<file path="config.mk">
export PLATFORM = sky130hd
export DESIGN_NAME = registerFile
export DESIGN_NICKNAME = d
export VERILOG_FILES = /design/src/common/miniAluPkg.sv /design/src/logic/registerFile.sv
export SDC_FILE = /design/constraint.sdc
export NUM_CORES = 2
export LEC_CHECK = 0
export BUFFER_PORTS_ARGS = -buffer_cell sky130_fd_sc_hd__buf_2
export CAP_MARGIN = 20
export CORE_MARGIN = 2
export CORE_UTILIZATION = 64
export CTS_CLUSTER_DIAMETER = 100
export CTS_CLUSTER_SIZE = 8
export DETAILED_ROUTE_END_ITERATION = 8
export PLACE_DENSITY_LB_ADDON = 0.05
export SYNTH_ARGS = -nofsm -noshare
export SYNTH_HDL_FRONTEND = slang
export SYNTH_SLANG_ARGS = --single-unit
</file>
<file path="constraint.sdc">
create_clock -name Clock -period 3 [get_ports Clock]
set_clock_uncertainty 0.15 [all_clocks]
set_input_delay 0.15 -clock Clock [delete_from_list [all_inputs] [get_ports Clock]]
set_output_delay 0.15 -clock Clock [all_outputs]
set_load 0.005 [all_outputs]
</file>
<file path="src/common/miniAluPkg.sv">
`default_nettype none

package miniAluPkg;

	// ------------------------------------------------------------
	// Instruction format
	// ------------------------------------------------------------
	localparam int InstrWidth  = 28;
	localparam int FieldWidth  = 8; // Destination, source 1, source 0
	localparam int OpcodeWidth = InstrWidth - 3 * FieldWidth;
	localparam int LedWidth    = 8;

	// Opcode in bits [27:24]
	typedef enum logic [OpcodeWidth-1:0] {
		NOP  = 4'h0,
		STO  = 4'h1, // dest = {src1, src0}
		ADD  = 4'h2,
		INC  = 4'h3,
		BGE  = 4'h4,
		BLE  = 4'h5,
		JMP  = 4'h6,
		CALL = 4'h7,
		RET  = 4'h8,
		LED  = 4'h9,
		HLT  = 4'hA  // Stops fetch, sets halted status
	} opcodeT;

	// ------------------------------------------------------------
	// Host bus
	// ------------------------------------------------------------
	localparam int ApbAddrWidth = 12;
	localparam int ApbDataWidth = 32;

	localparam logic [ApbAddrWidth-1:0] CtrlOffset   = 12'h000; // Bit 0 run
	localparam logic [ApbAddrWidth-1:0] StatusOffset = 12'h004; // Bit 0 running, bit 1 halted
	localparam logic [ApbAddrWidth-1:0] LedOffset    = 12'h008;
	localparam logic [ApbAddrWidth-1:0] CountOffset  = 12'h00C;

	// Program word i at ProgBase + 4*i
	localparam logic [ApbAddrWidth-1:0] ProgBase     = 12'h400;

endpackage

`default_nettype wire

</file>
<file path="src/logic/registerFile.sv">
`default_nettype none

module registerFile #(
	parameter int DataWidth = 16
) (
	input  logic                              Clock,
	input  logic                              writeEnable,
	input  logic [miniAluPkg::FieldWidth-1:0] writeAddr,
	input  logic [DataWidth-1:0]              writeData,
	input  logic [miniAluPkg::FieldWidth-1:0] readAddr0,
	input  logic [miniAluPkg::FieldWidth-1:0] readAddr1,
	output logic [DataWidth-1:0]              readData0,
	output logic [DataWidth-1:0]              readData1
);
	import miniAluPkg::*;

	// One entry per address field value
	logic [DataWidth-1:0] regs [2**FieldWidth];

	always_ff @(posedge Clock)
	begin
		if (writeEnable)
			regs[writeAddr] <= writeData; // Visible to the next instruction
	end

	// Combinational reads
	assign readData0 = regs[readAddr0];
	assign readData1 = regs[readAddr1];

endmodule

`default_nettype wire

</file>
Yosys cells after proc, flatten, opt, wreduce, memory -nomap -nowiden
Memory sizes are Yosys's and may differ from the RTL's.
Index checks and enable logic that the tools add are counted.
Widths: inputs -> output; s select.
Operators by class
  multiplexer cells: 2
Operator list (count)
  $mux 1: 2
Word-level totals
  RAM bits: 4096
  word-level logic and storage cells: 3
  output and inout port bits: 32
  flip-flop bits (word level): 0
  memories kept: 1
  input port bits: 42
Memory list
  regs: words 256, bits a word 16, rd ports 2, clocked after memory_dff 0, write ports 1, line registerFile.sv:18  | logic [DataWidth-1:0] regs [2**FieldWidth];

Longest topological paths before layout
  depth in word-level cells: 2
  depth in mapped cells: 13
  depth with buffers taken out: 7

Least setup slack after synthesis
OpenSTA, ideal clock, no wires.
  path kind: input to output
  start point: in readAddr1[0] (netlist name)
  end point: out readData1[10]
  arrival: 2.311 ns
  slack: 0.389 ns
  data required time: 2.700 ns
  buffers on the path: 2
  cell stages on the path: 8
  cells stage by stage: buf_4 -> buf_1 -> mux4_2 -> mux4_2 -> a22oi_1 -> nand2_1 -> o31ai_1 -> nor3_1
Between the ends
  longest elaborated chain between the ends: 1
Ends and longest elaborated chain
  from (decl): line registerFile.sv:11  | input logic [miniAluPkg::FieldWidth-1:0] readAddr1,
  $mem_v2 256x16
  to (decl): line registerFile.sv:13  | output logic [DataWidth-1:0] readData1
Every way passes these cells.

==> reports/metrics.csv <==
metric,value,unit
synthCells,10100,
syn_area_per_cell,18.90,um^2
post_drt_via_cell_ratio,7.932,
critPathCaptureType,output port,
ant_nets,0,
track_usage,0.4455,
violations,setup timing,
clock_sinks,4096,
reg_top3,regs: 4096 flops,
fin_area,0.2289,mm^2
combPwrFrac,0.098,
antenna_found_initial,50,
nNetsFinal,11920,
syn-num-nets,10150,
drive_gt1_frac,0.4106,
setup_viol,32,
cts_made_buffers,581,
ir_drop,0.6549,mV
hold_class,in2reg,
placed_area,0.2099,mm^2
core-area,0.2968,mm^2
synth_edf_count,4096,
rows,200,
dieWidth,550.2,um
pin_count,74,
area_growth,19.89,%
gp_congestion,1.015,
synth_seq_cells,4096,
firstDrtPassIters,8,
drc,0,
detail_route.wl_per_cell,42.38,um
grt_max_degree,114,
status,"finished, violations left",
switching_share,0.2339,
critPathRequiredTime,2700,ps
grt_pass1_wl,935.4,mm
largest_register_ffs,4096,
max_cap_violations,0,
finalWirelength,674.0,mm
final_hold_viol_count,0,
clockBufferDepth,4,
die_h,550.2,um
cts_tree,yes,
area.sequential,0.1230,mm^2
first_iter_violations,23950,
seqPwrFrac,0.468,
grt_pass1_vias,124200,
multi_input_area,0.06663,mm^2
grt.overflow.total,0,
vias,126200,
critPathMaxFanout,2,
drv_slew,0,
crit_arrival,3810,ps
worst_slack,-1107,ps
synth-seq-area-share,0.6442,
slew_headroom,0.2125,
critPathLaunchType,flop,
initial_core_util,0.6434,
worstSetupPathType,reg2out,
nFillCells,16210,
hpwl,441.0,mm
p_leak,76.83,nW
syn_area,0.1909,mm^2
p_switching,31.60,mW
tightestPinTransition,1181,ps
pre_cts_ws,-1210,ps
yosysWarnings,0,
numPortBuffers,73,
p_int,103.5,mW
final_cells,15900,
regMostFlops,regs,
h-tree-depth,6,
synth.distinct_cells,58,
clock_power_share,0.433,
ys_async_sr_fraction,0,
rsz0062_at_grt,true,
placedCellCount,15180,
whs,21.19,ps
max_freq,243.5,MHz
die-area,0.3027,mm^2
fin_crit,4107,ps
power_density,590.3,mW/mm^2
path_clk_slew,50,ps
synthFlopType,edfxtp_1,
cts_root_buf,clkbuf_16,
min_period_over_period,1.369,
==> power by group through the flow <==
stage / Combinational (mW) / Sequential, mW / Clock (mW)
finish: 13.3 / 63.3 / 58.6
global route: 13.5 / 63.2 / 60.7
CTS: 12.7 / 63.3 / 58.5
detailed placement: 12.1 / 64.3 / 0
global placement: 12.0 / 64.3 / 0
floorplan: 5.94 / 64.3 / 0
==> cell usage after synthesis, drive strengths merged (4+ instances only) <==
master	instances	area, um^2
edfxtp	4096	123000
mux4	1688	38020
mux2i	1021	10220
buf	467	3261
o221ai	418	3661
clkbuf	383	1441
nor2	355	1333
o22ai	284	1795
nand2	257	964.7
a21oi	210	1051
nor3	185	925.9
a22oi	119	893.4
nand3	83	415.4
o21ai	74	370.4
o211ai	59	442.9
a22o	55	481.7
a221oi	48	420.4
a2111oi	39	347.8
nor4	39	250.2
nand4	30	187.7
o31ai	27	202.7
a211o	26	227.7
a211oi	25	202.7
and3	18	112.6
nor2b	13	81.33
and4	12	105.1
o311ai	12	105.1
nand2b	11	68.82
o21bai	11	82.58
inv	6	22.52
and4b	4	40.04
or2	4	25.02
==> cell usage in the layout (no fill, tap or decap), types with 53 or more instances in the layout <==
cell type,Yosys,layout
mux2i_1,1021,1020
clkbuf_16,0,595
a22oi_1,119,94
nor2_2,0,187
edfxtp_1,4096,4096
nand3_1,83,61
buf_4,100,1663
buf_12,5,242
nor2_1,355,154
nand2_1,257,242
o22ai_1,281,241
a21oi_1,210,199
nor3_1,185,134
o211ai_1,59,59
o221ai_1,418,377
buf_6,92,53
mux4_2,1688,1688
o21ai_0,74,65
==> critical path, cell delays in order, from the launching register on <==
cell	delay, ps
edfxtp_1	360
mux2i_1	110
o221ai_2	230
nor3_2	130
nor4_4	320
nand4_1	530
nor4_4	480
buf_4	230
and3_4	240
buf_6	100
==> area by class of cell <==
type | instances | area share
Clock buffer | 595 | 0.06504
Clock inverter | 42 | 0.002919
Antenna cell | 31 | 0.0003389
Timing Repair Buffer | 2044 | 0.08169
Inverter | 6 | 0.0001804
Sequential cell | 4096 | 0.5373
Tap cell | 3939 | 0.02153
Multi-Input combinational cell | 5151 | 0.2910
==> stage by stage <==
stage	utilization	setup TNS (ps)	power, mW
2_1_floorplan	-	0	70.27
3_3_place_gp	0.7072	-24900	76.29
3_5_place_dp	0.7073	-24570	76.48
4_1_cts	0.7677	-26540	134.5
5_1_grt	0.7712	-26970	137.4
6_report	0.7714	-26570	135.1
==> final timing paths <==
kind	start	endpoint	slack [ps]	cells after the start
max	regs[197][11]	readData1[11]	-1110	9
min	writeData[8]	regs[88][8]	20	2
==> routing by layer <==
layer	up-vias	share of wire	routed length [um]	GRT usage
met4	36	0.063	42530	0.2386
met3	1968	0.17	112300	0.1670
li1	47230	-	-	-
met5	-	0.00035	236	0.0004690
met2	12040	0.44	297900	0.6390
met1	64880	0.33	221100	0.5998
==> what timing repair did <==
action / in CTS / in global routing
pin swaps: 142 / 92
buffers inserted: 28 / 23
setup endpoints to repair: 32 / 32
endpoints found under the hold margin: 4470 / 0
hold buffers: 32 / 0
resized for setup: 372 / 171
==> cell families after synthesis <==
logic type,count (synthesis),synth area share
buf+inv,856,0.02474
flops,4096,0.6442
simple gates,1028,0.02435
compound gates,1414,0.05414
mux,2709,0.2526
No activity file was read; power rests on OpenSTA's default activity.
