--- src/common/miniAluPkg.sv ---
`default_nettype none

package miniAluPkg;

	// ------------------------------------------------------------
	// Instruction format
	// ------------------------------------------------------------
	localparam int InstrWidth  = 28;
	localparam int FieldWidth  = 8; // Destination, source 1, source 0
	localparam int OpcodeWidth = InstrWidth - 3 * FieldWidth;
	localparam int LedWidth    = 8;

	// Opcode in bits [27:24]
	typedef enum logic [OpcodeWidth-1:0] {
		NOP  = 4'h0,
		STO  = 4'h1, // dest = {src1, src0}
		ADD  = 4'h2,
		INC  = 4'h3,
		BGE  = 4'h4,
		BLE  = 4'h5,
		JMP  = 4'h6,
		CALL = 4'h7,
		RET  = 4'h8,
		LED  = 4'h9,
		HLT  = 4'hA  // Stops fetch, sets halted status
	} opcodeT;

	// ------------------------------------------------------------
	// Host bus
	// ------------------------------------------------------------
	localparam int ApbAddrWidth = 12;
	localparam int ApbDataWidth = 32;

	localparam logic [ApbAddrWidth-1:0] CtrlOffset   = 12'h000; // Bit 0 run
	localparam logic [ApbAddrWidth-1:0] StatusOffset = 12'h004; // Bit 0 running, bit 1 halted
	localparam logic [ApbAddrWidth-1:0] LedOffset    = 12'h008;
	localparam logic [ApbAddrWidth-1:0] CountOffset  = 12'h00C;

	// Program word i at ProgBase + 4*i
	localparam logic [ApbAddrWidth-1:0] ProgBase     = 12'h400;

endpackage

`default_nettype wire

--- src/logic/apbHostPort.sv ---
`default_nettype none

module apbHostPort #(
	parameter int DataWidth     = 16,
	parameter int ProgAddrWidth = 8
) (
	input  logic                                Clock,
	input  logic                                rst,
	input  logic                                psel,
	input  logic                                penable,
	input  logic                                pwrite,
	input  logic [miniAluPkg::ApbAddrWidth-1:0] paddr,
	input  logic [miniAluPkg::ApbDataWidth-1:0] pwdata,
	input  logic                                halted,
	input  logic [miniAluPkg::LedWidth-1:0]     led,
	input  logic [DataWidth-1:0]                retired,
	output logic [miniAluPkg::ApbDataWidth-1:0] prdata,
	output logic                                pready,
	output logic                                pslverr,
	output logic                                progWrite,
	output logic [ProgAddrWidth-1:0]            progAddr,
	output logic [miniAluPkg::InstrWidth-1:0]   progData,
	output logic                                start
);
	import miniAluPkg::*;

	localparam int ProgEnd = int'(ProgBase) + (4 << ProgAddrWidth);

	logic access;
	logic hitCtrl;
	logic hitStatus;
	logic hitLed;
	logic hitCount;
	logic hitProg;
	logic writeOk;
	logic run;
	logic haltedFlag;

	// ------------------------------------------------------------
	// Address decode and error checks
	// ------------------------------------------------------------
	assign access    = psel && penable;
	assign hitCtrl   = (paddr == CtrlOffset);
	assign hitStatus = (paddr == StatusOffset);
	assign hitLed    = (paddr == LedOffset);
	assign hitCount  = (paddr == CountOffset);
	assign hitProg   = (paddr >= ProgBase) && (paddr < ProgEnd) && (paddr[1:0] == 2'b00);

	assign pready  = 1'b1; // Zero wait states
	assign pslverr = access && (!(hitCtrl || hitStatus || hitLed || hitCount || hitProg)
		|| (pwrite && (hitStatus || hitLed || hitCount))
		|| (pwrite && hitProg && run));
	assign writeOk = access && pwrite && !pslverr;

	assign progWrite = writeOk && hitProg;
	assign progAddr  = paddr[ProgAddrWidth+1:2];
	assign progData  = pwdata[InstrWidth-1:0];
	assign start     = writeOk && hitCtrl && pwdata[0] && !run; // Only on 0 to 1

	// Run bit and halted status
	always_ff @(posedge Clock)
	begin
		if (rst)
		begin
			run        <= 1'b0;
			haltedFlag <= 1'b0;
		end
		else if (start)
		begin
			run        <= 1'b1;
			haltedFlag <= 1'b0;
		end
		else if (halted)
		begin
			run        <= 1'b0;
			haltedFlag <= 1'b1;
		end
	end

	// Read mux, program words read back as zero
	always_comb
	begin
		prdata = '0;
		if (hitCtrl)
			prdata = ApbDataWidth'(run);
		else if (hitStatus)
			prdata = ApbDataWidth'({haltedFlag, run});
		else if (hitLed)
			prdata = ApbDataWidth'(led);
		else if (hitCount)
			prdata = ApbDataWidth'(retired);
	end

	assert property (@(posedge Clock) disable iff (rst) !(progWrite && run))
		else $error("program write while running");

endmodule

`default_nettype wire

--- config.mk ---
export PLATFORM = sky130hd
export DESIGN_NAME = apbHostPort
export DESIGN_NICKNAME = d
export VERILOG_FILES = /design/src/common/miniAluPkg.sv /design/src/logic/apbHostPort.sv
export SDC_FILE = /design/constraint.sdc
export NUM_CORES = 1
export LEC_CHECK = 0
export BUFFER_PORTS_ARGS = -buffer_cell sky130_fd_sc_hd__buf_2
export CAP_MARGIN = 10
export CORE_MARGIN = 5
export CORE_UTILIZATION = 30
export CTS_CLUSTER_SIZE = 28
export DETAILED_ROUTE_END_ITERATION = 8
export PLACE_DENSITY = 0.92
export RECOVER_POWER = 50
export SYNTH_ARGS = -nofsm -noshare
export SYNTH_HDL_FRONTEND = slang
export SYNTH_SLANG_ARGS = --single-unit
export TNS_END_PERCENT = 30
--- constraint.sdc ---
create_clock -name Clock -period 3.81 [get_ports Clock]
set_input_delay 1.143 -clock Clock [delete_from_list [all_inputs] [get_ports Clock]]
set_output_delay 1.143 -clock Clock [all_outputs]
set_load 0.1 [all_outputs]
After elaboration in Yosys (flattened, before gate mapping)

Cells that the tools add are included.

Magnitude comparators: 2
Eq/ne operators: 3
Reductions and logical operators: 28
Mux-type cells: 6

Operator list:

| kind                                                   | count |
|---|---|
| two-way mux 16 bit                                     | 4 |
| == test 12 x 4 -> 1 bit (second input constant)        | 2 |
| logical AND 1 bit                                      | 13 |
| == test 12 x 3 -> 1 bit (second input constant)        | 1 |
| >= comparator 12 x 11 -> 1 bit (second input constant) | 1 |
| logical NOT 12 bit                                     | 1 |
| less-than comparator 12 bit (second input constant)    | 1 |
| logical OR 1 bit                                       | 8 |
| logical NOT 1 bit                                      | 3 |
| logical NOT 2 bit                                      | 1 |
| two-way mux 1 bit                                      | 2 |
| nonzero test 2 bit                                     | 1 |
| OR reduction 2 bit                                     | 1 |

Input port bits: 74
Output and inout port bits: 72
Flip-flop bits (word level): 2
Logic and storage cells: 41

Longest topological paths before layout

Depth in word-level cells: 15
Gate-level depth with buffers: 4
Mapped depth without buffers: 3

Worst setup path after synthesis

OpenSTA, ideal clock, no wires.

Path type: input-to-output
Start: in paddr[9] (netlist bit)
End: out prdata[0] (netlist bit)
Path buffers: 0
Data arrival time: 3.839 ns
Cell stages on the path: 3
Path slack: -1.172 ns
Data required time: 2.667 ns
Path through: nor4_4 > nand3_1 > a211oi_1

Longest elaborated chain between the ends: 5
Elaborated cells on any way between the ends: 8
Those cells by class: eq/ne: 3; mux: 4; reduce/logical: 1

Ends and longest elaborated chain:

| item                    | RTL line          | RTL |
|---|---|---|
| start: declaration      | apbHostPort.sv:12 | `input logic [miniAluPkg::ApbAddrWidth-1:0] paddr,` |
| == test 12 x 4 -> 1 bit | apbHostPort.sv:46 | `assign hitCount = (paddr == CountOffset);` |
| two-way mux 16 bit      | apbHostPort.sv:90 | `else if (hitCount)` |
| two-way mux 16 bit      | apbHostPort.sv:88 | `else if (hitLed)` |
| two-way mux 16 bit      | apbHostPort.sv:86 | `else if (hitStatus)` |
| two-way mux 16 bit *    | apbHostPort.sv:84 | `if (hitCtrl)` |
| end: declaration        | apbHostPort.sv:17 | `output logic [miniAluPkg::ApbDataWidth-1:0] prdata,` |

Mark *: on every way between the ends. The rest lies on a longest branch, timed or not.

Worst setup path after layout

Start: in paddr[9] (netlist bit)
End: out prdata[15] (netlist bit)

Same word-level chain as after synthesis.

==> flow_summary_export.csv <==
group,metric,value,unit
floorplan,ios,146,
worst_setup_path,cp_top_family,"simple AND/OR/NAND/NOR gates",
worst_setup_path,worst_setup_path_end_kind,"primary output",
clocking,cts_inserted_buffers,3,
clocking,clk_path_buf_depth,2,
floorplan,die_w,63.4,µm
finish,drive_gt1_share,63.4,%
detailed_routing,routedWlPerCell,13.2,µm
worst_setup_path,cp_slowest_stage_delay,0.36,ns
detailed_routing,drt_wl_total,2.43,mm
finish,multi_input_area,483,µm²
clocking,cts_setup_buffers,0,
logic_synthesis,avgSynthCellArea,7.24,µm²
clocking,ctsHoldBuffers,0,
logic_synthesis,yosysSeqAreaShare,4.69,%
timing,fin_worst_skew,0.00137,ns
timing,maxSlewViolCount,0,
power_and_ir_drop,p_seq_share,9.1,%
timing,rsz0062_at_grt,"false",
worst_setup_path,crit_chain,"buf_2 -> nor4_4 -> nand4_2 -> buf_4 -> nor3_2 -> buf_12",
detailed_routing,dr.pass1.iters,4,
logic_synthesis,syn_area,855,µm²
worst_setup_path,required,2.67,ns
global_routing,grt_pass1_vias,819,
global_routing,grt_pass1_wl,3.60,mm
worst_setup_path,cp_num_buf_inv,3,
clocking,cts_tree,"done",
placed_design,placed_cell_area,0.00123,mm²
power_and_ir_drop,pwr-share-comb,71.3,%
logic_synthesis,netlist-cell-type-count,26,
floorplan,fp-row-count,19,
finish,num_antenna_cells,0,
detailed_routing,num_vias,818,
placed_design,port_buffers,70,
clocking,worstSkewPairLatency,0.23,ns
finish,regArea,40.0,µm²
logic_synthesis,syn_inst,118,
finish,fillers,271,
run,maxCapViolations,0,
clocking,cts_resized,0,
timing,holdWs,0.574,ns
floorplan,die_h,63.4,µm
worst_setup_path,slowest_stage,"nor4_4",
detailed_routing,via_per_inst,4.45,
clocking,path_clk_slew,0.03,ns
power_and_ir_drop,pwr-share-clk,19.7,%
logic_synthesis,synth_seq_cells,2,
logic_synthesis,yosysWarnings,0,
worst_setup_path,worst_setup_path_start_kind,"input pin",
placed_design,gp_congestion,0.768,
clocking,cts_sinks,2,
timing,fmax,283,MHz
finish,final_cells,184,
detailed_routing,drt_iter0_markers,19,
clocking,cts_root_buf,"clkbuf_4",
timing,fin_crit_sh,92.9,%
global_routing,track_usage,10.9,%
placed_design,dp_cells,181,
timing,finalWorstPathRequiredPeriod,3.54,ns
floorplan,fp.coreArea,0.00273,mm²
global_routing,antenna_found_initial,0,
finish,final_area,0.00125,mm²
global_routing,grt_max_degree,15,
power_and_ir_drop,p_leak,0.634,nW
run_status,outcome,"complete, no violations",
global_routing,overflow,0,
timing,hold_violations,0,
worst_setup_path,cp_max_fo,14,
power_and_ir_drop,switching_share,64.8,%
power_and_ir_drop,power,0.000246,W
power_and_ir_drop,power_switching,0.000159,W
finish,syn_to_final_growth,45.8,%
worst_setup_path,path_class,"input pin to primary output",
worst_hold_path,hp-class,"register to register",
clocking,h-tree-depth,1,
finish,final_nets,229,
placed_design,dp_hpwl,2.17,mm
detailed_routing,drc,0,
power_and_ir_drop,powerDensity,197,mW/mm²
worst_setup_path,arrival,2.40,ns
detailed_routing,ant_nets,0,
timing,setup_violations,0,
floorplan,start_util,31.3,%
power_and_ir_drop,peakVddDrop,0.149,mV
floorplan,die_area,0.00402,mm²
power_and_ir_drop,p_int,0.0000864,W
[cells in the mapped netlist]
cell type	number	area (µm²)
inv_1	7	26.3
dfxtp_1	2	40.0
nand2_1	5	18.8
or3b_2	1	8.76
buf_2	1	5.00
buf_6	1	11.3
nor4_4	2	42.5
a41o_1	1	10.0
or4b_1	1	10.0
a211oi_1	1	7.51
mux2_2	1	11.3
and3_1	1	6.26
a21oi_1	2	10.0
o31a_1	1	8.76
buf_4	53	398
nor3_2	2	20.0
o41ai_2	1	16.3
nor2_1	13	48.8
nand4_2	1	12.5
nand2b_1	1	6.26
nand3_1	4	20.0
nand4b_1	1	8.76
o21ai_0	1	5.00
mux2i_1	7	70.1
conb_1	2	7.51
nor3_1	5	25.0
[layer usage]
| metal | wire, µm | vias up | global-route usage (%) |
|---|---|---|---|
| met5 | 0 | - | 0 |
| met4 | 32 | 0 | 7.27 |
| met3 | 290 | 6 | 3.20 |
| met2 | 1360 | 45 | 19.3 |
| met1 | 747 | 377 | 10.9 |
| li1 | - | 390 | - |
[cells by family after synthesis]
group | share of synthesized area, %
AO/OA/AOI/OAI | 6.74
AND/OR/NAND/NOR | 26.6
multiplexers | 9.52
buffers and inverters | 51.5
other | 0.879
flip-flops | 4.69
[state kept, by name, summed over array words and instances, names as in the netlist]
register	flops
run	1
haltedFlag	1
[worst reg2reg max path, stage by stage (launching register included)]
cell	delay [ns]
dfxtp_1	0.32
or4b_1	0.61
o31a_1	0.26
[area by class of cell]
cell class | count | area share (%)
well taps | 31 | 3.11
inverters | 7 | 2.11
repair buffers | 72 | 51.0
flip-flops and latches | 2 | 3.21
clock buffers | 3 | 1.81
multi-input cells | 69 | 38.8
[cell usage in the layout, fill, tap and decap left out, types with 2 or more instances in the layout]
cell	instances
nand2_1	5
buf_2	52
clkbuf_4	3
nor4_4	2
buf_4	2
dfxtp_1	2
nand3_1	4
buf_12	18
nor2_2	8
inv_1	7
conb_1	17
nor3_2	6
nor2_1	5
mux2i_1	7
[metrics by stage]
step | setup TNS [ns] | util, % | worst slack [ns]
after floorplan | -2.55 | - | -0.399
after global placement | 0 | 45.0 | 0.282
after detailed placement | 0 | 45.0 | 0.266
after CTS | 0 | 45.9 | 0.263
after global routing | 0 | 45.6 | 0.196
final | 0 | 45.6 | 0.271
[power by group through the flow]
stage | clock network, W | registers [W] | logic (W)
after floorplan | 0 | 0.0000224 | 0.000293
after global placement | 0 | 0.0000225 | 0.000173
after detailed placement | 0 | 0.0000226 | 0.000175
after CTS | 0.0000507 | 0.0000223 | 0.000176
after global routing | 0.0000529 | 0.0000223 | 0.000182
final | 0.0000483 | 0.0000223 | 0.000175
[worst paths after layout]
kind | start | end | slack, ns | cells past startpoint
worst max-delay path | paddr[9] | prdata[15] | 0.27 | 6
worst max register to register | run | haltedFlag | 2.50 | 2
worst min register to register | haltedFlag | haltedFlag | 0.57 | 3
worst min-delay path | haltedFlag | haltedFlag | 0.57 | 3
(Power assumes the default switching activity.)
