--- config.mk ---
export PLATFORM = sky130hd
export DESIGN_NAME = executeStage
export DESIGN_NICKNAME = d
export VERILOG_FILES = /design/src/common/miniAluPkg.sv /design/src/execute/executeStage.sv
export SDC_FILE = /design/constraint.sdc
export NUM_CORES = 1
export LEC_CHECK = 0
export BUFFER_PORTS_ARGS = -buffer_cell sky130_fd_sc_hd__clkbuf_2
export CORE_MARGIN = 5
export CORE_UTILIZATION = 51
export CTS_CLUSTER_SIZE = 12
export DETAILED_ROUTE_END_ITERATION = 6
export PLACE_DENSITY = 0.88
export SLEW_MARGIN = 15
export SYNTH_ARGS = -nofsm -noshare
export SYNTH_HDL_FRONTEND = slang
export SYNTH_SLANG_ARGS = --single-unit
--- constraint.sdc ---
create_clock -name Clock -period 5.8 [get_ports Clock]
set_clock_uncertainty 0.05 [all_clocks]
set_input_delay 0.29 -clock Clock [delete_from_list [all_inputs] [get_ports Clock]]
set_output_delay 0.29 -clock Clock [all_outputs]
set_load 0.01 [all_outputs]
--- src/common/miniAluPkg.sv ---
`default_nettype none

package miniAluPkg;

	// ------------------------------------------------------------
	// Instruction format
	// ------------------------------------------------------------
	localparam int InstrWidth  = 28;
	localparam int FieldWidth  = 8; // Destination, source 1, source 0
	localparam int OpcodeWidth = InstrWidth - 3 * FieldWidth;
	localparam int LedWidth    = 8;

	// Opcode in bits [27:24]
	typedef enum logic [OpcodeWidth-1:0] {
		NOP  = 4'h0,
		STO  = 4'h1, // dest = {src1, src0}
		ADD  = 4'h2,
		INC  = 4'h3,
		BGE  = 4'h4,
		BLE  = 4'h5,
		JMP  = 4'h6,
		CALL = 4'h7,
		RET  = 4'h8,
		LED  = 4'h9,
		HLT  = 4'hA  // Stops fetch, sets halted status
	} opcodeT;

	// ------------------------------------------------------------
	// Host bus
	// ------------------------------------------------------------
	localparam int ApbAddrWidth = 12;
	localparam int ApbDataWidth = 32;

	localparam logic [ApbAddrWidth-1:0] CtrlOffset   = 12'h000; // Bit 0 run
	localparam logic [ApbAddrWidth-1:0] StatusOffset = 12'h004; // Bit 0 running, bit 1 halted
	localparam logic [ApbAddrWidth-1:0] LedOffset    = 12'h008;
	localparam logic [ApbAddrWidth-1:0] CountOffset  = 12'h00C;

	// Program word i at ProgBase + 4*i
	localparam logic [ApbAddrWidth-1:0] ProgBase     = 12'h400;

endpackage

`default_nettype wire

--- src/execute/executeStage.sv ---
`default_nettype none

module executeStage #(
	parameter int DataWidth     = 16,
	parameter int ProgAddrWidth = 8
) (
	input  logic                              Clock,
	input  logic                              rst,
	input  logic [miniAluPkg::InstrWidth-1:0] instr,
	input  logic                              instrValid,
	input  logic [ProgAddrWidth-1:0]          returnAddr,
	input  logic [DataWidth-1:0]              readData0,
	input  logic [DataWidth-1:0]              readData1,
	output logic                              redirect,
	output logic [ProgAddrWidth-1:0]          redirectTarget,
	output logic                              halt,
	output logic [miniAluPkg::FieldWidth-1:0] readAddr0,
	output logic [miniAluPkg::FieldWidth-1:0] readAddr1,
	output logic                              writeEnable,
	output logic [miniAluPkg::FieldWidth-1:0] writeAddr,
	output logic [DataWidth-1:0]              writeData,
	output logic [miniAluPkg::LedWidth-1:0]   led,
	output logic                              halted,
	output logic [DataWidth-1:0]              retired
);
	import miniAluPkg::*;

	opcodeT                opcode;
	logic [FieldWidth-1:0] destField;
	logic [FieldWidth-1:0] src1Field;
	logic [FieldWidth-1:0] src0Field;
	logic [DataWidth-1:0]  immediate;
	logic                  useReturn;
	logic                  ledEnable;
	logic                  runDone; // Last retired instruction was HLT

	assign opcode    = opcodeT'(instr[InstrWidth-1 -: OpcodeWidth]);
	assign destField = instr[3*FieldWidth-1 -: FieldWidth];
	assign src1Field = instr[2*FieldWidth-1 -: FieldWidth];
	assign src0Field = instr[FieldWidth-1:0];
	assign immediate = DataWidth'({src1Field, src0Field});

	assign readAddr0 = src0Field;
	assign readAddr1 = src1Field;
	assign writeAddr = destField;

	assign redirectTarget = useReturn ? returnAddr : ProgAddrWidth'(destField);

	// ------------------------------------------------------------
	// Decode, ALU and branch decision
	// ------------------------------------------------------------
	always_comb
	begin
		writeEnable = 1'b0;
		writeData   = '0;
		redirect    = 1'b0;
		useReturn   = 1'b0;
		ledEnable   = 1'b0;
		halt        = 1'b0;
		if (instrValid)
		begin
			case (opcode)
				STO:
				begin
					writeEnable = 1'b1;
					writeData   = immediate;
				end
				ADD:
				begin
					writeEnable = 1'b1;
					writeData   = readData1 + readData0;
				end
				INC:
				begin
					writeEnable = 1'b1;
					writeData   = readData1 + 1'b1;
				end
				BGE:       redirect = (readData1 >= readData0); // Unsigned
				BLE:       redirect = (readData1 <= readData0);
				JMP, CALL: redirect = 1'b1;
				RET:
				begin
					redirect  = 1'b1;
					useReturn = 1'b1;
				end
				LED:       ledEnable = 1'b1;
				HLT:       halt = 1'b1;
				default:   ; // NOP and unknown opcodes
			endcase
		end
	end

	// LED latch, halt pulse and retire count
	always_ff @(posedge Clock)
	begin
		if (rst)
		begin
			led     <= '0;
			halted  <= 1'b0;
			runDone <= 1'b0;
			retired <= '0;
		end
		else
		begin
			halted <= halt;
			if (ledEnable)
				led <= readData1[LedWidth-1:0];
			if (instrValid)
			begin
				// First instruction after a HLT opens a new count
				retired <= runDone ? DataWidth'(1) : retired + 1'b1;
				runDone <= halt;
			end
		end
	end

	// Only control transfers redirect, and they never write back
	assert property (@(posedge Clock) disable iff (rst) !(writeEnable && redirect))
		else $error("writeEnable and redirect high together");

	// Fetch must drop the instruction behind HLT
	assert property (@(posedge Clock) disable iff (rst) halt |=> !instrValid)
		else $error("instruction executed after HLT");

endmodule

`default_nettype wire

**Yosys cells after proc, flatten, opt, wreduce, memory -nomap -nowiden**

Index checks and enable logic that the tools add are counted.

- $add $sub $neg: 3
- Magnitude comparators: 2
- Eq/ne operators: 10
- Muxes and demuxes: 14
- Reduce and logical (&&, ||, !) cells: 2

Operators with widths:

| kind | count |
|---|---|
| $pmux 16 s3 | 1 |
| $add 16x1->16 const B | 2 |
| $mux 16 | 2 |
| $add 16x16->16 | 1 |
| $eq 4x3->1 const B | 4 |
| $ge 16x16->1 | 1 |
| $le 16x16->1 | 1 |
| $eq 4x4->1 const B | 3 |
| $mux 1 | 9 |
| $eq 4x2->1 const B | 2 |
| $mux 8 | 1 |
| $reduce_or 3->1 | 2 |
| $eq 4x1->1 const B | 1 |
| $pmux 1 s3 | 1 |

- Register bits after elaboration: 26
- Input port bits: 71
- Output and inout bits: 76
- Word-level logic and storage cells: 35

**Depth between registers and ports, before layout**

Gate-level depths: netlist of the first run.

- Depth after elaboration: 4
- Mapped depth: 13
- Depth with buffers taken out: 11

**Worst setup path after synthesis of the first run**

No wires, ideal clock.

- Path type: in2out
- From: input port instr[25] in the netlist's numbering
- To: output port writeData[10]
- Arrival: 2.704 ns
- Required time: 5.460 ns
- Path slack: 2.756 ns
- Stages on the path: 13
- Buffers on the path: 2
- Cell sequence: buf_4 -> and4bb_1 -> buf_2 -> or2_2 -> ha_1 -> inv_1 -> fa_1 -> nor2b_4 -> o31a_1 -> o21ba_1 -> o21a_1 -> o21a_1 -> o31ai_1

- Word-level cells in the longest chain between the ends: 3
- Elaborated cells between the ends (all ways): 5
- Those cells by class: eq/ne (3); mux (2)

RTL lines:

| item | RTL line | text |
|---|---|---|
| start: declaration | executeStage.sv:9 | `input logic [miniAluPkg::InstrWidth-1:0] instr,` |
| $eq 4x2->1 / $eq 4x1->1 (equally long branches) | executeStage.sv:62 | `case (opcode)` |
| $pmux 16 s3 (*) | executeStage.sv:62 |  |
| $mux 16 (*) | executeStage.sv:60 | `if (instrValid)` |
| end: declaration | executeStage.sv:21 | `output logic [DataWidth-1:0] writeData,` |

Every way passes the cells marked *; elsewhere a longest branch is shown, timed or not.

**Worst setup path after layout of the first run**

- From: input port instr[27] in the netlist's numbering
- To: output port writeData[10]

Same word-level chain as after synthesis.

==> results.yml, run 1 <==
worst_setup_path:
  r2r-start: "retired[0]"
  reg2regPathDepth: 4
  path_max_fanout: 16
  endpoint_kind: "primary output"
  max_stage_delay_ns: 0.63
  crit_slowest_cell: "and4bb_1"
  reg2reg_to: "retired[10]"
  worst_ep_arrival_time_ns: 3.20
  start_kind: "primary input"
  reg2reg_setup_slack_ns: 4.21
  worstSetupPathType: "in2out"
  required_ns: 5.46
  crit_top_cell: "clkbuf_2"
  crit_chain: "clkbuf_2 -> and4bb_1 -> or2_2 -> ha_1 -> inv_1 -> fa_1 -> nor2b_4 -> o31a_1 -> o21ba_1 -> o21a_1 -> nor3_1 -> o31ai_1 -> clkbuf_2"
logic_synthesis:
  ys_ff_latch: 26
  yosys-top-cells-area: "dfxtp_1 (18%), ha_1 (14%), nor2_1 (7.2%)"
  synth_warnings: 0
  syn-num-nets: 483
  synthMostInstantiatedCell: "nor2_1"
  netlist_instances: 379
  yosys-top-cells-count: "nor2_1 (56), ha_1 (32), nand2_1 (31)"
  synth_edf_count: 0
  synth_ff_type: "dfxtp_1"
  synthArstFlopShare_pct: 0
  synth_top_area_share_pct: 17.8
  seq_area_frac_synth_pct: 17.8
  synthDistinctLibCells: 60
  syn_area_um2: 2920
  synth_top_area_cell: "dfxtp_1"
  avgSynthCellArea_um2: 7.72
worst_hold_path:
  min_path_type: "in2reg"
  hold_end: "led[0]"
  min_from: "readData1[0]"
  hold_path_depth: 3
clock_network:
  post-cts-setup-buffers: 0
  cts_buffer_depth: 2
  clock_latency_ns: 0.27
  h-tree-depth: 1
  clk_pin_slew_ns: 0.09
  cts_root_buffer: "clkbuf_8"
  cts_hold_buf: 0
  cts_tree: "built"
  cts.sinks: 26
  numCtsBuffers: 3
  cts_resized: 0
cells_and_area:
  num_antenna_cells: 0
  final_layout_size_suffix_gt1_share_pct: 34.7
  syn_to_final_growth_pct: 21.6
  final_nets: 598
drt:
  dr.first_iter.drc_count: 110
  firstDrtPassIters: 4
  via_per_inst: 5.38
  drc: 0
  routedWlPerCell_um: 14.4
  totalWireLength_mm: 8.11
  ant_nets: 0
  routed-via-count: 3041
timing:
  fmax_mhz: 283
  post-route-period-util_pct: 61.0
  relSlewSlack_pct: 52.8
  tightest_slew_ns: 0.704
  setup_tns_ns: 0
  finalHoldViolCount: 0
  finalMaxSlewViolations: 0
  rsz0062_at_grt: "false"
  period_needed_ns: 3.54
  whs_ns: 0.264
  setup_viol: 0
placed_design:
  gp_congestion: 0.909
  dp_hpwl_mm: 6.90
  port_buffers: 146
flow_run:
  cap_violations: 0
floorplanning:
  die_width_um: 85.7
  num_rows: 27
  core_area_um2: 5540
  ios: 147
  start_util_pct: 52.8
  dieArea_um2: 7350
  die_h_um: 85.7
status:
  outcome: "completed"
power_and_ir_drop:
  irDropWorstVdd_uv: 216
  p_leak_nw: 1.84
  pwr_density_cell_nw_per_um2: 154
global_route:
  grt_usage_pct: 21.1
  antenna_found_initial: 0
  grt_start_max_net_pins: 18
  grt_pass1_wl_mm: 13.1
  grt_pass1_vias: 2984
  overflow: 0
cell families (layout without fill, tap and decap cells):
kind of cell | Yosys count | count (layout) | synth area share [%]
AOI/OAI and AO/OA | 79 | 79 | 18.7
xor gates and xnor gates | 21 | 21 | 6.29
adders and majority gates | 33 | 33 | 14.4
buffers and inverters | 62 | 176 | 12.2
DFF | 26 | 26 | 17.8
muxes | 21 | 21 | 7.70
and+or+nand+nor | 137 | 137 | 22.9
stage by stage:
stage	cell area [µm²]	setup slack, ns	util, %	cells	total power [W]
global route	3560	2.12	64.2	565	0.000580
detailed placement	3480	2.34	62.9	561	0.000399
global placement	3480	2.47	62.9	561	0.000392
floorplan	2920	2.76	-	379	0.000339
finish	3560	2.26	64.2	565	0.000547
CTS	3560	2.32	64.2	565	0.000547
cell type report:
cell class                 count  area [µm²]
timing repair buffer         146         731
inverter                      26        97.6
sequential                    26         520
multi-input combinational    291        2050
clock inverter                 1        30.0
tap                           72        90.1
clock buffer                   3        41.3
fill                         500        1980
state kept, by name, summed over array words and instances (netlist names):
signal,cells
runDone,1
retired,16
halted,1
led,8
critical path, delay by kind of cell:
kind / cells / cell delay (ns)
adders and majority gates: 2 / 0.62
AOI/OAI and AO/OA: 4 / 0.87
buffers and inverters: 3 / 0.38
and+or+nand+nor: 4 / 1.02
report_power, final:
part / internal [W] / switching [W] / leakage (nW)
Sequential: 0.000181 / 0.00000249 / 0.210
Combinational: 0.0000953 / 0.000119 / 1.59
Clock: 0.0000924 / 0.0000577 / 0.0357
Total: 0.000368 / 0.000179 / 1.84
worst max-delay path by stage:
stage          startpoint             to  slack, ns
2_1_floorplan   instr[25]  writeData[10]       2.76
3_3_place_gp    instr[27]  writeData[10]       2.47
3_5_place_dp    instr[27]  writeData[10]       2.34
4_1_cts         instr[27]  writeData[10]       2.32
5_1_grt         instr[27]  writeData[10]       2.12
6_report        instr[27]  writeData[10]       2.26
cell usage in the layout, fill, tap and decap left out, types with 2 or more instances in the layout:
cell type and count:
a211oi_1 4, a21o_1 5, a21oi_1 21, a22oi_1 7, and3_1 4, and4_1 2
clkbuf_2 146, clkbuf_8 3, dfxtp_1 26, ha_1 32, inv_1 26, mux2_2 7
mux2i_1 12, nand2_1 31, nand2b_1 5, nand3_1 6, nand4_1 7, nor2_1 56
nor2b_1 2, nor3_1 7, o211ai_1 2, o21a_1 5, o21ai_0 14, o21ai_1 4
o31ai_1 4, or3_1 5, xnor2_1 7, xor2_1 14
per-layer routing:
| metal | up-vias | part of all wire [%] | GRT usage [%] |
|---|---|---|---|
| met5 | - | 0 | 0 |
| met4 | 0 | 2.2 | 6.47 |
| met3 | 17 | 8.0 | 3.17 |
| met2 | 129 | 50 | 38.6 |
| met1 | 1363 | 40 | 25.1 |
| li1 | 1532 | - | - |
Power figures use the tool's default switching activity.
==> run 2, diff against run 1 <==
- ABC_AREA: default -> 1
- CORE_UTILIZATION: 51 -> 43
- PLACE_DENSITY: 0.88 -> 0.78
- clock period: 5.8 -> 3.05 ns (I/O delays scaled with it)
==> results.yml, run 2 <==
status:
  outcome: "completed"
timing:
  rsz0062_at_grt: "false"
  finalHoldViolCount: 0
  post-route-period-util_pct: 90.2
  setup_tns_ns: 0
  worst_slack_ns: 0.299
  fmax_mhz: 364
  finalMaxSlewViolations: 0
  tightest_slew_ns: 0.594
  setup_viol: 0
  period_needed_ns: 2.75
  whs_ns: 0.102
  relSlewSlack_pct: 60.4
cells_and_area:
  final_layout_size_suffix_gt1_share_pct: 31.7
  reg.largest.list: "retired (16), led (8)"
  final_common_cell: "clkbuf_2"
  regMostFlops: "retired"
  num_antenna_cells: 0
  largest_register_ffs: 16
  multi_input_area_um2: 2070
  regArea_um2: 520
  n_fill_cell: 692
  final_util_pct: 54.6
  final_nets: 702
  syn_to_final_growth_pct: 22.9
  mostFrequentLayoutCells: "clkbuf_2 (146), nand2_1 (111), inv_1 (55), nor2_1 (55), a21oi_1 (55)"
floorplanning:
  die_h_um: 94.3
  core_area_um2: 6870
  die_width_um: 94.3
  ios: 147
  num_rows: 30
  start_util_pct: 44.5
  dieArea_um2: 8890
global_route:
  grt_usage_pct: 19.4
  antenna_found_initial: 0
  overflow: 0
  busiest_layer: "met2"
  grt_start_max_net_pins: 21
  grt_use_met1_pct: 24.7
  grt_pass1_vias: 3255
  grtUsageMet2_pct: 35.5
  grt_util_met3_pct: 1.76
  grt_pass1_wl_mm: 14.3
logic_synthesis:
  yosys-top-cells-count: "nand2_1 (111), a21oi_1 (55), inv_1 (55), nor2_1 (55), ha_1 (32)"
  syn_area_um2: 3060
  synth_top_area_cell: "dfxtp_1"
  synth_ff_type: "dfxtp_1"
  yosys-top-cells-area: "dfxtp_1 (17%), nand2_1 (14%), ha_1 (13%)"
  synth_warnings: 0
  avgSynthCellArea_um2: 6.39
  synth_top_area_share_pct: 17.0
  synthMostInstantiatedCell: "nand2_1"
  synth_edf_count: 0
  syn-num-nets: 582
  ys_ff_latch: 26
  seq_area_frac_synth_pct: 17.0
  synthDistinctLibCells: 39
  netlist_instances: 478
  synthArstFlopShare_pct: 0
power_and_ir_drop:
  p_leak_nw: 2.00
  pwr_density_cell_nw_per_um2: 278
  irDropWorstVdd_uv: 276
clock_network:
  cts_resized: 0
  cts.sinks: 26
  cts_hold_buf: 0
  cts_buffer_depth: 2
  clk_pin_slew_ns: 0.09
  clock_latency_ns: 0.27
  h-tree-depth: 1
  cts_root_buffer: "clkbuf_8"
  cts_tree: "built"
  post-cts-setup-buffers: 0
  numCtsBuffers: 3
drt:
  dr.first_iter.drc_count: 126
  drc: 0
  routedWlPerCell_um: 13.0
  ant_nets: 0
  routed-via-count: 3443
  via_per_inst: 4.97
  firstDrtPassIters: 5
  totalWireLength_mm: 9.01
worst_setup_path:
  worst_ep_arrival_time_ns: 2.55
  endpoint_kind: "primary output"
  start_kind: "primary input"
  worstSetupPathType: "in2out"
  path_max_fanout: 17
  required_ns: 2.85
flow_run:
  cap_violations: 0
placed_design:
  gp_congestion: 0.896
  dp_hpwl_mm: 7.77
  pre_cts_ws_ns: 0.297
  port_buffers: 146
worst_hold_path:
  min_path_type: "in2reg"
[run 2: cell count changes after synthesis, sizes merged, moves of 7 or more]
| cell | previous run | this run |
|---|---|---|
| xor2 | 14 | 0 |
| mux2i | 12 | 0 |
| a22oi | 7 | 0 |
| nand2 | 31 | 118 |
| inv | 26 | 60 |
| a21oi | 21 | 57 |
| xnor2 | 7 | 0 |
| nand3 | 6 | 24 |
[run 2: power by group]
group	switching, W	total (W)	internal (W)
clock	0.000113	0.000289	0.000176
sequential	0.00000409	0.000348	0.000344
combinational	0.000243	0.000407	0.000164
total	0.000360	0.00104	0.000683
[run 2: routing by layer]
layer	wire length (µm)	share of wire (%)
met5	0	0
met4	76	0.84
met3	641	7.1
met2	4470	50
met1	3830	42
[run 2: worst paths after layout]
path / from / to / slack [ns] / cells past startpoint
worst max register to register: retired[0] / retired[10] / 1.49 / 9
worst min register to register: led[7] / led[7] / 0.42 / 2
worst max-delay path: instr[26] / writeData[14] / 0.30 / 18
worst min-delay path: readData1[6] / led[6] / 0.10 / 3
[run 2: worst max-delay path, cell delays in order]
cell	delay, ns
clkbuf_2	0.12
nor2_2	0.18
nand2_4	0.12
nor2_8	0.23
or2_2	0.16
ha_1	0.14
inv_1	0.05
fa_1	0.36
inv_1	0.09
nand3_1	0.08
nand2_1	0.13
nand2_1	0.06
nand2_1	0.10
nand3_1	0.10
nand3_1	0.10
nand3_1	0.07
a21oi_1	0.13
clkbuf_2	0.16
[run 2: metrics by stage]
| stage | instances | instance area [µm²] | power [W] |
|---|---|---|---|
| floorplan | 478 | 3060 | 0.000634 |
| global placement | 689 | 3680 | 0.000751 |
| detailed placement | 689 | 3680 | 0.000759 |
| CTS | 693 | 3750 | 0.00105 |
| global route | 693 | 3750 | 0.00112 |
| finish | 693 | 3750 | 0.00104 |
[run 2: cell families after synthesis]
kind of cell / synth area share, %
AO/OA/AOI/OAI: 15.4
adder cells (fa/ha/maj): 13.8
buffers and inverters: 15.2
flip-flops: 17.0
multiplexers: 3.93
AND/OR/NAND/NOR: 34.7
[run 2: cell type report]
class | instances | area share [%]
Multi-Input combinational cell | 359 | 55.2
Sequential cell | 26 | 13.9
Timing Repair Buffer | 147 | 19.7
Clock buffer | 3 | 1.10
Tap cell | 96 | 3.20
Clock inverter | 1 | 0.800
Inverter | 61 | 6.17
==> run 3, diff against run 2 <==
- RECOVER_POWER: default -> 100
==> results.yml, run 3 (synthesized netlist as in run 2, its figures left out) <==
placed_design:
  placed_area_um2: 3680
  pre_cts_ws_ns: 0.297
  dp_hpwl_mm: 7.77
  port_buffers: 146
  gp_congestion: 0.896
  dp.cells: 689
drt:
  via_per_inst: 4.98
  routed-via-count: 3448
  drc: 0
  firstDrtPassIters: 5
  totalWireLength_mm: 9.09
  dr.first_iter.drc_count: 128
  ant_nets: 0
  routedWlPerCell_um: 13.1
worst_setup_path:
  r2r-start: "retired[0]"
  reg2reg_setup_slack_ns: 1.20
  reg2reg_to: "retired[8]"
  reg2regPathDepth: 8
  start_kind: "primary input"
  path_max_fanout: 17
  required_ns: 2.85
  worst_ep_arrival_time_ns: 2.55
  endpoint_kind: "primary output"
  worstSetupPathType: "in2out"
cells_and_area:
  layoutNonFillerInstCount: 693
  final_layout_size_suffix_gt1_share_pct: 18.4
  num_antenna_cells: 0
  final_nets: 702
  regMostFlops: "retired"
  syn_to_final_growth_pct: 18.2
  largest_register_ffs: 16
  final_common_cell: "nand2_1"
  reg.largest.list: "retired (16), led (8)"
  postLayoutCellArea_um2: 3610
  mostFrequentLayoutCells: "nand2_1 (113), clkbuf_2 (81), clkbuf_1 (65)"
power_and_ir_drop:
  net-switching-power_w: 0.000359
  irDropWorstVdd_uv: 276
  p_int_w: 0.000672
  p_comb_share_pct: 38.3
  pwr-share-seq_pct: 33.8
  sw_frac_of_total_pct: 34.8
  p_leak_nw: 1.74
  pwr_density_cell_nw_per_um2: 285
  clockPowerShare_pct: 28.0
clock_network:
  cts.sinks: 26
  cts_tree: "built"
  clk_pin_slew_ns: 0.09
  numCtsBuffers: 3
  cts_hold_buf: 0
  cts_root_buffer: "clkbuf_8"
  cts_buffer_depth: 2
  cts_resized: 0
  h-tree-depth: 1
  clock_latency_ns: 0.27
  post-cts-setup-buffers: 0
floorplanning:
  num_rows: 30
  core_area_um2: 6870
  die_width_um: 94.3
  die_h_um: 94.3
  start_util_pct: 44.5
  dieArea_um2: 8890
  ios: 147
timing:
  finalHoldViolCount: 0
  setup_viol: 0
  post-route-period-util_pct: 90.3
  tightest_slew_ns: 0.742
  worst_slack_ns: 0.296
  whs_ns: 0.102
  setup_tns_ns: 0
  period_needed_ns: 2.75
  fmax_mhz: 363
  finalMaxSlewViolations: 0
  rsz0062_at_grt: "false"
  relSlewSlack_pct: 50.4
global_route:
  antenna_found_initial: 0
  grt_start_max_net_pins: 21
  overflow: 0
  grt_pass1_vias: 3255
  grt_pass1_wl_mm: 14.3
  grt_usage_pct: 19.4
worst_hold_path:
  min_path_type: "in2reg"
  hold_path_depth: 3
  min_from: "readData1[6]"
  hold_end: "led[6]"
status:
  outcome: "completed"
flow_run:
  cap_violations: 0
[run 3: cell counts in the layout (fill, tap and decap cells not counted)]
No cell type changed its count.
[run 3: worst max-delay path by stage]
| stage | from | end | slack, ns | cells past startpoint |
|---|---|---|---|---|
| global route | instr[26] | writeData[14] | 0.01 | 18 |
| finish | instr[26] | writeData[10] | 0.30 | 18 |
| CTS | instr[26] | writeData[14] | 0.30 | 18 |
| detailed placement | instr[26] | writeData[14] | 0.30 | 18 |
| global placement | instr[26] | writeData[14] | 0.37 | 18 |
| floorplan | instr[26] | writeData[14] | 0.82 | 16 |
[run 3: per-stage QoR]
stage	utilization [%]	total power, W
finish	52.6	0.00103
global route	52.6	0.00110
CTS	54.6	0.00105
detailed placement	53.6	0.000759
global placement	53.6	0.000751
floorplan	-	0.000634
[run 3: critical path: stages]
cell      delay [ns]
clkbuf_2        0.12
nor2_2          0.18
nand2_4         0.12
nor2_8          0.23
or2_2           0.16
ha_1            0.14
inv_1           0.05
fa_1            0.36
inv_1           0.09
nand3_1         0.08
nand2_1         0.13
nand2_1         0.06
nand2_1         0.11
nand2_1         0.08
nand3b_1        0.09
nand3_1         0.08
a21oi_1         0.13
clkbuf_1        0.18
[run 3: power by group through the flow]
stage	Clock, W	Combinational, W	Sequential (W)
6_report	0.000288	0.000394	0.000348
5_1_grt	0.000307	0.000447	0.000349
3_3_place_gp	0	0.000396	0.000355
2_1_floorplan	0	0.000277	0.000357
4_1_cts	0.000294	0.000406	0.000348
3_5_place_dp	0	0.000403	0.000356
[run 3: area by class of cell]
class	count	area [µm²]
clock buffer	3	41.3
clock inverter	1	30.0
fill	742	3260
inverter	61	231
multi-input combinational	359	2010
sequential	26	520
tap	96	120
timing repair buffer	147	657
[run 3: layer usage]
| metal | vias up | track usage [%] | part of all wire [%] |
|---|---|---|---|
| met1 | 1515 | 24.7 | 43 |
| met3 | 11 | 1.76 | 6.8 |
| li1 | 1789 | - | - |
| met2 | 133 | 35.5 | 49 |
| met5 | - | 0 | 0 |
| met4 | 0 | 3.61 | 0.98 |
